## config.mk

```make
export PLATFORM = sky130hd
export DESIGN_NAME = dptx_ctl_top
export DESIGN_NICKNAME = d
export VERILOG_FILES = /design/src/rtl/dptx_ctl_pkg.sv /design/src/rtl/msg_framer.sv /design/src/rtl/msg_fifo.sv /design/src/rtl/msg_egress.sv /design/src/rtl/dptx_ctl.sv /design/src/rtl/dptx_ctl_top.sv
export SDC_FILE = /design/constraint.sdc
export NUM_CORES = 1
export LEC_CHECK = 0
export ABC_CLOCK_PERIOD_IN_PS = 6300
export BUFFER_PORTS_ARGS = -buffer_cell sky130_fd_sc_hd__buf_2
export CORE_ASPECT_RATIO = 1.1
export CORE_MARGIN = 3
export CORE_UTILIZATION = 35
export DETAILED_ROUTE_END_ITERATION = 12
export GPL_ROUTABILITY_DRIVEN = 0
export PLACE_DENSITY = 0.58
export SETUP_SLACK_MARGIN = 0.4
export SKIP_LAST_GASP = 1
export SLEW_MARGIN = 30
export SYNTH_ARGS = -nofsm -noshare
export SYNTH_HDL_FRONTEND = slang
export SYNTH_HIERARCHICAL = 1
export SYNTH_SLANG_ARGS = --single-unit
```

## constraint.sdc

```tcl
create_clock -name RST_IN -period 6.3 [get_ports RST_IN]
set_clock_uncertainty 0.1 [all_clocks]
set_input_delay 0.63 -clock RST_IN [delete_from_list [all_inputs] [get_ports RST_IN]]
set_output_delay 0.63 -clock RST_IN [all_outputs]
set_load 0.05 [all_outputs]
```

## src/rtl/dptx_ctl_pkg.sv

```systemverilog
// Shared widths, control field positions, credit depth and state types for the DP TX control path
package dptx_ctl_pkg;

    // Message link
    localparam int MSG_DAT_W = 16;          // Data bits per message word
    localparam int MSG_IDX_W = 5;           // Payload index width
    localparam int MSG_ID_W  = 4;           // ID field, low bits of the header data

    // Control register layout
    localparam int CTL_W       = 6;
    localparam int CTL_LANES   = 0;         // Low bit of the 2-bit lane field
    localparam int CTL_TRN_SEL = 2;
    localparam int CTL_VID_EN  = 3;
    localparam int CTL_EFM     = 4;
    localparam int CTL_SCRM_EN = 5;

    // Credit loop
    localparam int CREDITS = 4;                         // FIFO depth and initial credits
    localparam int CRD_W   = $clog2(CREDITS + 1);       // Holds 0 .. CREDITS
    localparam int PTR_W   = (CREDITS > 1) ? $clog2(CREDITS) : 1;

    // Framer position within a message
    typedef enum logic [1:0] {
        FR_IDLE,    // Between messages
        FR_HDR,     // Header sent, payload expected
        FR_DATA     // Inside payload
    } framer_state_e;

    // Egress filter
    typedef enum logic [1:0] {
        EG_IDLE,    // Waiting for a header
        EG_PASS,    // Header matched own ID
        EG_DROP     // Header for another block
    } egress_state_e;

    // Active lane code
    typedef enum logic [1:0] {
        NONE = 2'd0,
        L1   = 2'd1,
        L2   = 2'd2,
        L4   = 2'd3
    } lanes_e;

endpackage

```

## src/rtl/msg_framer.sv

```systemverilog
// Producer stage: frames host words onto the message link and spends one credit per word
`timescale 1ns/1ps

module msg_framer
(
    input  logic                                RST_IN,         // Clock
    input  logic                                CLK_IN,         // Async reset, active high
    input  logic                                host_vld,
    input  logic                                host_first,
    input  logic                                host_last,
    input  logic [dptx_ctl_pkg::MSG_DAT_W-1:0]  host_dat,
    output logic                                host_rdy,
    output logic                                link_vld,
    output logic                                link_first,
    output logic                                link_last,
    output logic [dptx_ctl_pkg::MSG_DAT_W-1:0]  link_dat,
    input  logic                                credit_ret      // One credit back from FIFO
);
    import dptx_ctl_pkg::*;

    framer_state_e      state;
    logic [CRD_W-1:0]   crd_cnt;
    logic               accept;
    logic               is_hdr;

    assign host_rdy = (crd_cnt != '0);              // Back-pressure only when credits run out
    assign accept   = host_vld && host_rdy;
    assign is_hdr   = host_first || (state == FR_IDLE);  // First word after a message is a header

    // Credit counter, spend on accept and refill on return
    always_ff @(posedge RST_IN or posedge CLK_IN)
    begin
        if (CLK_IN)
            crd_cnt <= CRD_W'(CREDITS);
        else
            crd_cnt <= crd_cnt - CRD_W'(accept) + CRD_W'(credit_ret);
    end

    // Message position and link marks
    always_ff @(posedge RST_IN or posedge CLK_IN)
    begin
        if (CLK_IN)
        begin
            state      <= FR_IDLE;
            link_vld   <= 1'b0;
            link_first <= 1'b0;
            link_last  <= 1'b0;
        end
        else
        begin
            link_vld   <= accept;
            link_first <= accept && is_hdr;
            link_last  <= accept && host_last;
            if (accept)
            begin
                if (host_last)
                    state <= FR_IDLE;       // Message closed
                else if (is_hdr)
                    state <= FR_HDR;
                else
                    state <= FR_DATA;
            end
        end
    end

    // Link payload
    always_ff @(posedge RST_IN)
    begin
        if (accept)
            link_dat <= host_dat;
    end

    a_credit_range : assert property (@(posedge RST_IN) disable iff (CLK_IN)
        crd_cnt <= CRD_W'(CREDITS));
    // All credits home means no word left to return
    a_credit_owed : assert property (@(posedge RST_IN) disable iff (CLK_IN)
        credit_ret |-> crd_cnt != CRD_W'(CREDITS));
    a_hdr_between_msgs : assert property (@(posedge RST_IN) disable iff (CLK_IN)
        (accept && host_first) |-> state == FR_IDLE);   // Header only outside a message

endmodule

```

## src/rtl/msg_fifo.sv

```systemverilog
// Buffer stage: stores link words, drains one per cycle and returns a credit for each pop
`timescale 1ns/1ps

module msg_fifo
(
    input  logic                                RST_IN,         // Clock
    input  logic                                CLK_IN,         // Async reset, active high
    input  logic                                link_vld,
    input  logic                                link_first,
    input  logic                                link_last,
    input  logic [dptx_ctl_pkg::MSG_DAT_W-1:0]  link_dat,
    output logic                                fifo_vld,
    output logic                                fifo_first,
    output logic                                fifo_last,
    output logic [dptx_ctl_pkg::MSG_DAT_W-1:0]  fifo_dat,
    output logic                                credit_ret
);
    import dptx_ctl_pkg::*;

    logic [MSG_DAT_W+1:0]   mem [CREDITS];      // {first, last, dat}
    logic [PTR_W-1:0]       wr_ptr;
    logic [PTR_W-1:0]       rd_ptr;
    logic [CRD_W-1:0]       fill;
    logic                   push;
    logic                   pop;

    assign push = link_vld;
    assign pop  = (fill != '0);                 // Egress never stalls

    // Pointers, fill level and credit pulse
    always_ff @(posedge RST_IN or posedge CLK_IN)
    begin
        if (CLK_IN)
        begin
            wr_ptr     <= '0;
            rd_ptr     <= '0;
            fill       <= '0;
            fifo_vld   <= 1'b0;
            credit_ret <= 1'b0;
        end
        else
        begin
            if (push)
                wr_ptr <= (wr_ptr == PTR_W'(CREDITS - 1)) ? '0 : wr_ptr + 1'b1;
            if (pop)
                rd_ptr <= (rd_ptr == PTR_W'(CREDITS - 1)) ? '0 : rd_ptr + 1'b1;
            fill       <= fill + CRD_W'(push) - CRD_W'(pop);
            fifo_vld   <= pop;
            credit_ret <= pop;                  // One cycle after the pop
        end
    end

    // Storage
    always_ff @(posedge RST_IN)
    begin
        if (push)
            mem[wr_ptr] <= {link_first, link_last, link_dat};
    end

    // Output word
    always_ff @(posedge RST_IN)
    begin
        if (pop)
            {fifo_first, fifo_last, fifo_dat} <= mem[rd_ptr];
    end

    a_no_write_full : assert property (@(posedge RST_IN) disable iff (CLK_IN)
        link_vld |-> fill != CRD_W'(CREDITS));

endmodule

```

## src/rtl/msg_egress.sv

```systemverilog
// Consumer stage: keeps messages addressed to ctl_id and emits their payload words with an index
`timescale 1ns/1ps

module msg_egress
#(
    parameter int unsigned ctl_id = 0                           // Own message ID
)
(
    input  logic                                RST_IN,         // Clock
    input  logic                                CLK_IN,         // Async reset, active high
    input  logic                                fifo_vld,
    input  logic                                fifo_first,
    input  logic                                fifo_last,
    input  logic [dptx_ctl_pkg::MSG_DAT_W-1:0]  fifo_dat,
    output logic                                egr_vld,
    output logic [dptx_ctl_pkg::MSG_IDX_W-1:0]  egr_idx,
    output logic [dptx_ctl_pkg::MSG_DAT_W-1:0]  egr_dat
);
    import dptx_ctl_pkg::*;

    egress_state_e          state;
    logic [MSG_IDX_W-1:0]   idx;        // Index of next payload word
    logic                   id_hit;

    assign id_hit = (fifo_dat[MSG_ID_W-1:0] == MSG_ID_W'(ctl_id));

    always_ff @(posedge RST_IN or posedge CLK_IN)
    begin
        if (CLK_IN)
        begin
            state   <= EG_IDLE;
            idx     <= '0;
            egr_vld <= 1'b0;
        end
        else
        begin
            egr_vld <= fifo_vld && (state == EG_PASS);
            if (fifo_vld)
            begin
                case (state)
                    EG_IDLE:
                    begin
                        idx <= '0;
                        if (fifo_first && !fifo_last)           // Header only message ends here
                            state <= id_hit ? EG_PASS : EG_DROP;
                    end
                    EG_PASS:
                    begin
                        if (idx != '1)
                            idx <= idx + 1'b1;                  // Saturate, high indices unused
                        if (fifo_last)
                            state <= EG_IDLE;
                    end
                    default:                                    // Drop
                    begin
                        if (fifo_last)
                            state <= EG_IDLE;
                    end
                endcase
            end
        end
    end

    // Payload out
    always_ff @(posedge RST_IN)
    begin
        if (fifo_vld && (state == EG_PASS))
        begin
            egr_idx <= idx;
            egr_dat <= fifo_dat;
        end
    end

    a_first_in_idle : assert property (@(posedge RST_IN) disable iff (CLK_IN)
        (fifo_vld && fifo_first) |-> state == EG_IDLE);

endmodule

```

## src/rtl/dptx_ctl.sv

```systemverilog
// Control register block: a mask at index 0 gates writes of the transmitter control bits at index 1
`timescale 1ns/1ps

module dptx_ctl
(
    input  logic                                RST_IN,         // Clock
    input  logic                                CLK_IN,         // Async reset, active high
    input  logic                                egr_vld,
    input  logic [dptx_ctl_pkg::MSG_IDX_W-1:0]  egr_idx,
    input  logic [dptx_ctl_pkg::MSG_DAT_W-1:0]  egr_dat,
    output dptx_ctl_pkg::lanes_e                ctl_lanes,      // Active lane count
    output logic                                ctl_trn_sel,    // Training select
    output logic                                ctl_vid_en,     // Video enable
    output logic                                ctl_efm,        // Enhanced framing
    output logic                                ctl_scrm_en     // Scrambler enable
);
    import dptx_ctl_pkg::*;

    logic [CTL_W-1:0]   msk_reg;    // Write mask for control bits
    logic [CTL_W-1:0]   ctl_reg;
    logic [CTL_W-1:0]   wr_bits;

    assign wr_bits = egr_dat[CTL_W-1:0];

    // Mask at index 0
    always_ff @(posedge RST_IN or posedge CLK_IN)
    begin
        if (CLK_IN)
            msk_reg <= '0;
        else if (egr_vld && (egr_idx == MSG_IDX_W'(0)))
            msk_reg <= wr_bits;
    end

    // Control at index 1
    always_ff @(posedge RST_IN or posedge CLK_IN)
    begin
        if (CLK_IN)
            ctl_reg <= '0;
        else if (egr_vld && (egr_idx == MSG_IDX_W'(1)))
            ctl_reg <= (ctl_reg & ~msk_reg) | (wr_bits & msk_reg);    // Masked bits only
    end

    // Field slices
    assign ctl_lanes   = lanes_e'(ctl_reg[CTL_LANES +: 2]);
    assign ctl_trn_sel = ctl_reg[CTL_TRN_SEL];
    assign ctl_vid_en  = ctl_reg[CTL_VID_EN];
    assign ctl_efm     = ctl_reg[CTL_EFM];
    assign ctl_scrm_en = ctl_reg[CTL_SCRM_EN];

endmodule

```

## src/rtl/dptx_ctl_top.sv

```systemverilog
// Top level of the DP TX control path: host words in, transmitter control outputs out
`timescale 1ns/1ps

module dptx_ctl_top
#(
    parameter int unsigned ctl_id = 0                           // ID of the control block
)
(
    input  logic                                RST_IN,         // Clock
    input  logic                                CLK_IN,         // Async reset, active high
    input  logic                                host_vld,
    input  logic                                host_first,
    input  logic                                host_last,
    input  logic [dptx_ctl_pkg::MSG_DAT_W-1:0]  host_dat,
    output logic                                host_rdy,
    output dptx_ctl_pkg::lanes_e                ctl_lanes,
    output logic                                ctl_trn_sel,
    output logic                                ctl_vid_en,
    output logic                                ctl_efm,
    output logic                                ctl_scrm_en
);
    import dptx_ctl_pkg::*;

    // Framer to FIFO
    logic                   link_vld;
    logic                   link_first;
    logic                   link_last;
    logic [MSG_DAT_W-1:0]   link_dat;
    logic                   credit_ret;

    // FIFO to egress
    logic                   fifo_vld;
    logic                   fifo_first;
    logic                   fifo_last;
    logic [MSG_DAT_W-1:0]   fifo_dat;

    // Egress to control block
    logic                   egr_vld;
    logic [MSG_IDX_W-1:0]   egr_idx;
    logic [MSG_DAT_W-1:0]   egr_dat;

    msg_framer u_framer (.*);                       // Host side, credit owner

    msg_fifo u_fifo (.*);

    msg_egress #(.ctl_id(ctl_id)) u_egress (.*);    // ID filter

    dptx_ctl u_ctl (.*);

endmodule

```

# After elaboration in Yosys (flattened, before gate mapping)
# Memories as Yosys holds them, arrays and structs flattened. A register that Yosys moved wholly into a read port is not among the register bits.
# Cells that the tools add are included.
# totals
register_bits	63
mem_bits_rw	72
inputBits	21
out_inout_bits	7
elab_cells	67
n_memories	1
# mem_list
memory	depth	word_bits	rd	rd_clocked_by_memory_dff	write_ports	line_no	source
u_fifo.mem	4	18	1	1	1	msg_fifo.sv:20	logic [MSG_DAT_W+1:0] mem [CREDITS];
# op_classes
addsub	7
n_eq_ne	7
muxes	12
n_bitwise	4
reduce_logical	19
# ops
cell	count
two-way mux 2 bit	8
AND 6 bit	2
case mux 5 bit (2 select lines)	1
logical AND 1 bit	7
adder 3 x 1 -> 3 bit	2
inverter 6 bit	1
bitwise OR 6 bit	1
AND reduction 3 bit	2
nonzero test 3 bit	2
subtractor 3 x 1 -> 3 bit	2
adder 5 x 1 -> 5 bit (second input constant)	1
equality test 5 x 1 -> 1 bit (second input constant)	1
logical NOT 5 bit	1
two-way mux 5 bit	1
!= test 5 bit (second input constant)	1
adder 2 x 1 -> 2 bit (second input constant)	2
equality test 2 bit (second input constant)	2
logical NOT 2 bit	2
logical NOT 4 bit	1
!= test 2 x 1 -> 1 bit (second input constant)	2
nonzero test 2 bit	2
equality test 2 x 1 -> 1 bit (second input constant)	1
two-way mux 1 bit	2
logical NOT 1 bit	1
logical OR 1 bit	1

# Logic depth before layout (Yosys ltp)
# logic_depth
depth_word	4
depth_mapped	8
mapped_depth_nobuf	8

# Modules after synthesis
# The synthesis kept the hierarchy.
# by_module_without_submodules
module	n_inst	cells_each	area_per_inst_um2	seq_area_each_um2
msg_fifo	1	150	3587.2	2902.8
msg_egress	1	61	1056.0	830.8
msg_framer	1	45	829.5	681.9
dptx_ctl	1	35	514.2	300.3

# Worst setup path after synthesis
# Ideal clock, no wire load.
# synth_path
kind	input to register
from	in host_vld
to	reg u_framer.crd_cnt[2]
setup_time_ps	75
t_arrival_ps	2476
required_time_ps	6125
path_slack_ps	3649
path_stages	8
path_buffers	0
path_cell_list	o31a_1 -> ha_1 -> inv_1 -> ha_1 -> inv_1 -> fa_1 -> xnor2_1 -> xnor2_1
# synth_via
elab_chain_cells	3
# synth_rtl
element	line_no	source
start, declared	dptx_ctl_top.sv:11	input logic host_vld,
logical AND 1 bit	msg_framer.sv:27	assign accept = host_vld && host_rdy;
subtractor 3 x 1 -> 3 bit	msg_framer.sv:36	crd_cnt <= crd_cnt - CRD_W'(accept) + CRD_W'(credit_ret);
adder 3 x 1 -> 3 bit	msg_framer.sv:36	
end signal, assigned	msg_framer.sv:34	crd_cnt <= CRD_W'(CREDITS);
end signal, assigned	msg_framer.sv:36	
end, declared	msg_framer.sv:22	logic [CRD_W-1:0] crd_cnt;
# No other way between the ends.
# A chain may end at the register's enable or synchronous reset.

# Final worst setup path
# layout_path
from	reg u_framer.crd_cnt[2]
to	reg u_framer.crd_cnt[2]
# layout_via
elab_chain_cells	4
# layout_rtl
element	line_no	source
nonzero test 3 bit	msg_framer.sv:26	assign host_rdy = (crd_cnt != '0);
logical AND 1 bit	msg_framer.sv:27	
net u_framer.accept	msg_framer.sv:23	logic accept;
subtractor 3 x 1 -> 3 bit	msg_framer.sv:36	
adder 3 x 1 -> 3 bit	msg_framer.sv:36	
# The timed path passes the listed nets, and every way through them passes these cells.

==> metrics.cfg <==
[status]
status=finished clean

[hold_path]
hold_class=in2async

[power_and_ir_drop]
power_mw=1.695
ir_drop_mv=0.1800
p_comb_share_pct=21.7
power_density_mw_per_mm2=416.0
p_clk_share_pct=22.5
leakagePower_nw=1.639
power_switching_mw=0.4893
switching_share_pct=28.87
intPower_mw=1.206
seq_power_share_pct=55.8

[timing]
period_share_pct=38.63
rsz0062_at_grt=false
min_period_ns=2.433
setup_viol=0
drv_slew=0
relSlewSlack_pct=60.47
fmax_mhz=410.9
worstMarginPinSlew_ns=0.5930
hold_viol_final=0
finalSetupTns_ns=0

[job]
drv_cap=0

[synthesis]
ys_warn_count=6
avgSynthCellArea_um2=17.34
syn_inst=211
netlist_area_mm2=0.003660
syn_nets=245

[routing]
drcViolationCount=0
num_vias=1749
drt-total-wl_um=5045
drt_iter0_markers=57
first_pass_iters=4
vias_per_cell=4.627
wl_per_cell_um=13.35
drt.antenna.violating_nets=0

[global_routing]
grt-ovfl-total=0
grt_max_degree=18
busiest_layer=met2
grt_pass1_vias=1777
grt_pass1_wl_um=8832
grt_use_met3_pct=3.252
met2_usage_pct=16.36
grt.met1_usage_pct=11.51
grt_antenna_before_repair=0
groute.usage.overall_pct=9.554

[clocking]
clockBufferDepth=2
post-cts-setup-buffers=0
cts_root_buf=clkbuf_8
clk_latency_ns=0.35
clkTransAtPathRegs_ns=0.10
hold_buffers=0
cts_tree=built
cts_resized=0
numCtsBuffers=9
h-tree-depth=3
clock-sinks=93

[critical_path]
cp_slowest_cell=dfstp_2
path_cells=o31a_1 > ha_1 > inv_1 > ha_1 > inv_1 > fa_1 > xnor2_1 > xnor2_1
critPathMaxFanout=13
crit_type=reg2reg
end_kind=register
critical-path-top-delay-family=adder cells
required_ns=6.49
crit_path_max_incr_delay_ns=0.56
crit_arrival_ns=2.62
crit_buf_inv=2
start_kind=register

[floorplanning]
ios=28
die_h_um=113.3
coreArea_mm2=0.01003
die_area_mm2=0.01172
start_util_pct=36.48
floorplan.rows=38
die_x_um=103.5

[final_layout]
postLayoutCoreUtil_pct=40.61
antenna-diode-count=0
areaGrowthSynthToFinish_pct=11.32
drive_gt1_share_pct=24.79
fin_nets=267
top_register=u_fifo/mem
largest_reg_flops=32

[place]
io_buffers=17
post-dp-hpwl_um=3523

[per-layer routing]
metal | wire length [µm] | share of wire, % | vias up
li1 | - | - | 816
met1 | 2207 | 44 | 893
met2 | 2561 | 51 | 32
met3 | 202 | 4.0 | 8
met4 | 74 | 1.5 | 0
met5 | 0 | 0 | -
[worst register-to-register path, stage by stage (launching register included)]
cell	delay [ns]
dfstp_2	0.56
o31a_1	0.45
ha_1	0.33
inv_1	0.05
ha_1	0.12
inv_1	0.04
fa_1	0.37
xnor2_1	0.19
xnor2_1	0.14
[final cells by class]
class | count | area, µm²
Sequential cell | 93 | 2614
Timing Repair Buffer | 17 | 85.08
Tap cell | 140 | 175.2
Fill cell | 938 | 5958
Multi-Input combinational cell | 94 | 938.4
Inverter | 18 | 67.56
Clock buffer | 11 | 152.6
Clock inverter | 5 | 41.29
[power groups by stage]
stage / combinational (mW) / clock, mW / sequential [mW]
final: 0.368 / 0.381 / 0.946
after global routing: 0.421 / 0.425 / 0.972
after CTS: 0.380 / 0.397 / 0.951
after detailed placement: 0.381 / 0 / 0.964
after global placement: 0.361 / 0 / 0.954
after floorplan: 0.355 / 0 / 0.904
[metrics by stage]
| step | std cells | setup WS, ns | instance area, µm² | hold slack, ns |
|---|---|---|---|---|
| floorplan | 211 | 3.937 | 3660 | 0.3003 |
| global placement | 362 | 3.709 | 3880 | 0.3023 |
| detailed placement | 362 | 3.687 | 3880 | 0.3071 |
| CTS | 378 | 3.829 | 4074 | 0.1474 |
| global route | 378 | 3.642 | 4074 | 0.1641 |
| finish | 378 | 3.867 | 4074 | 0.1523 |
[path summary, 6_finish.rpt]
| path | start | slack (ns) | cells after the start | endpoint |
|---|---|---|---|---|
| min reg2reg | u_fifo/fifo_dat[4] | 0.32 | 0 | u_egress/egr_dat[4] |
| min in group RST_IN | u_fifo/fifo_dat[4] | 0.32 | 0 | u_egress/egr_dat[4] |
| max | u_framer/crd_cnt[2] | 3.87 | 8 | u_framer/crd_cnt[2] |
| max reg2reg | u_framer/crd_cnt[2] | 3.87 | 8 | u_framer/crd_cnt[2] |
| min | CLK_IN | 0.15 | 2 | u_framer/crd_cnt[1] |
| max in group asynchronous | CLK_IN | 5.55 | 2 | asynchronous set/reset pin |
[layout by cell type, fill, tap and decap left out, drive strengths merged, types with 2 or more instances in the layout]
master,count
xnor2,4
edfxtp,57
nand3,6
mux2,15
nor2,4
nand2,6
clkbuf,11
buf,17
clkinv,2
dfrtp,35
and2,6
inv,21
fa,2
o21ai,4
nand2b,2
or3,2
ha,11
a21oi,4
mux4,8
(Power assumes the default switching activity.)
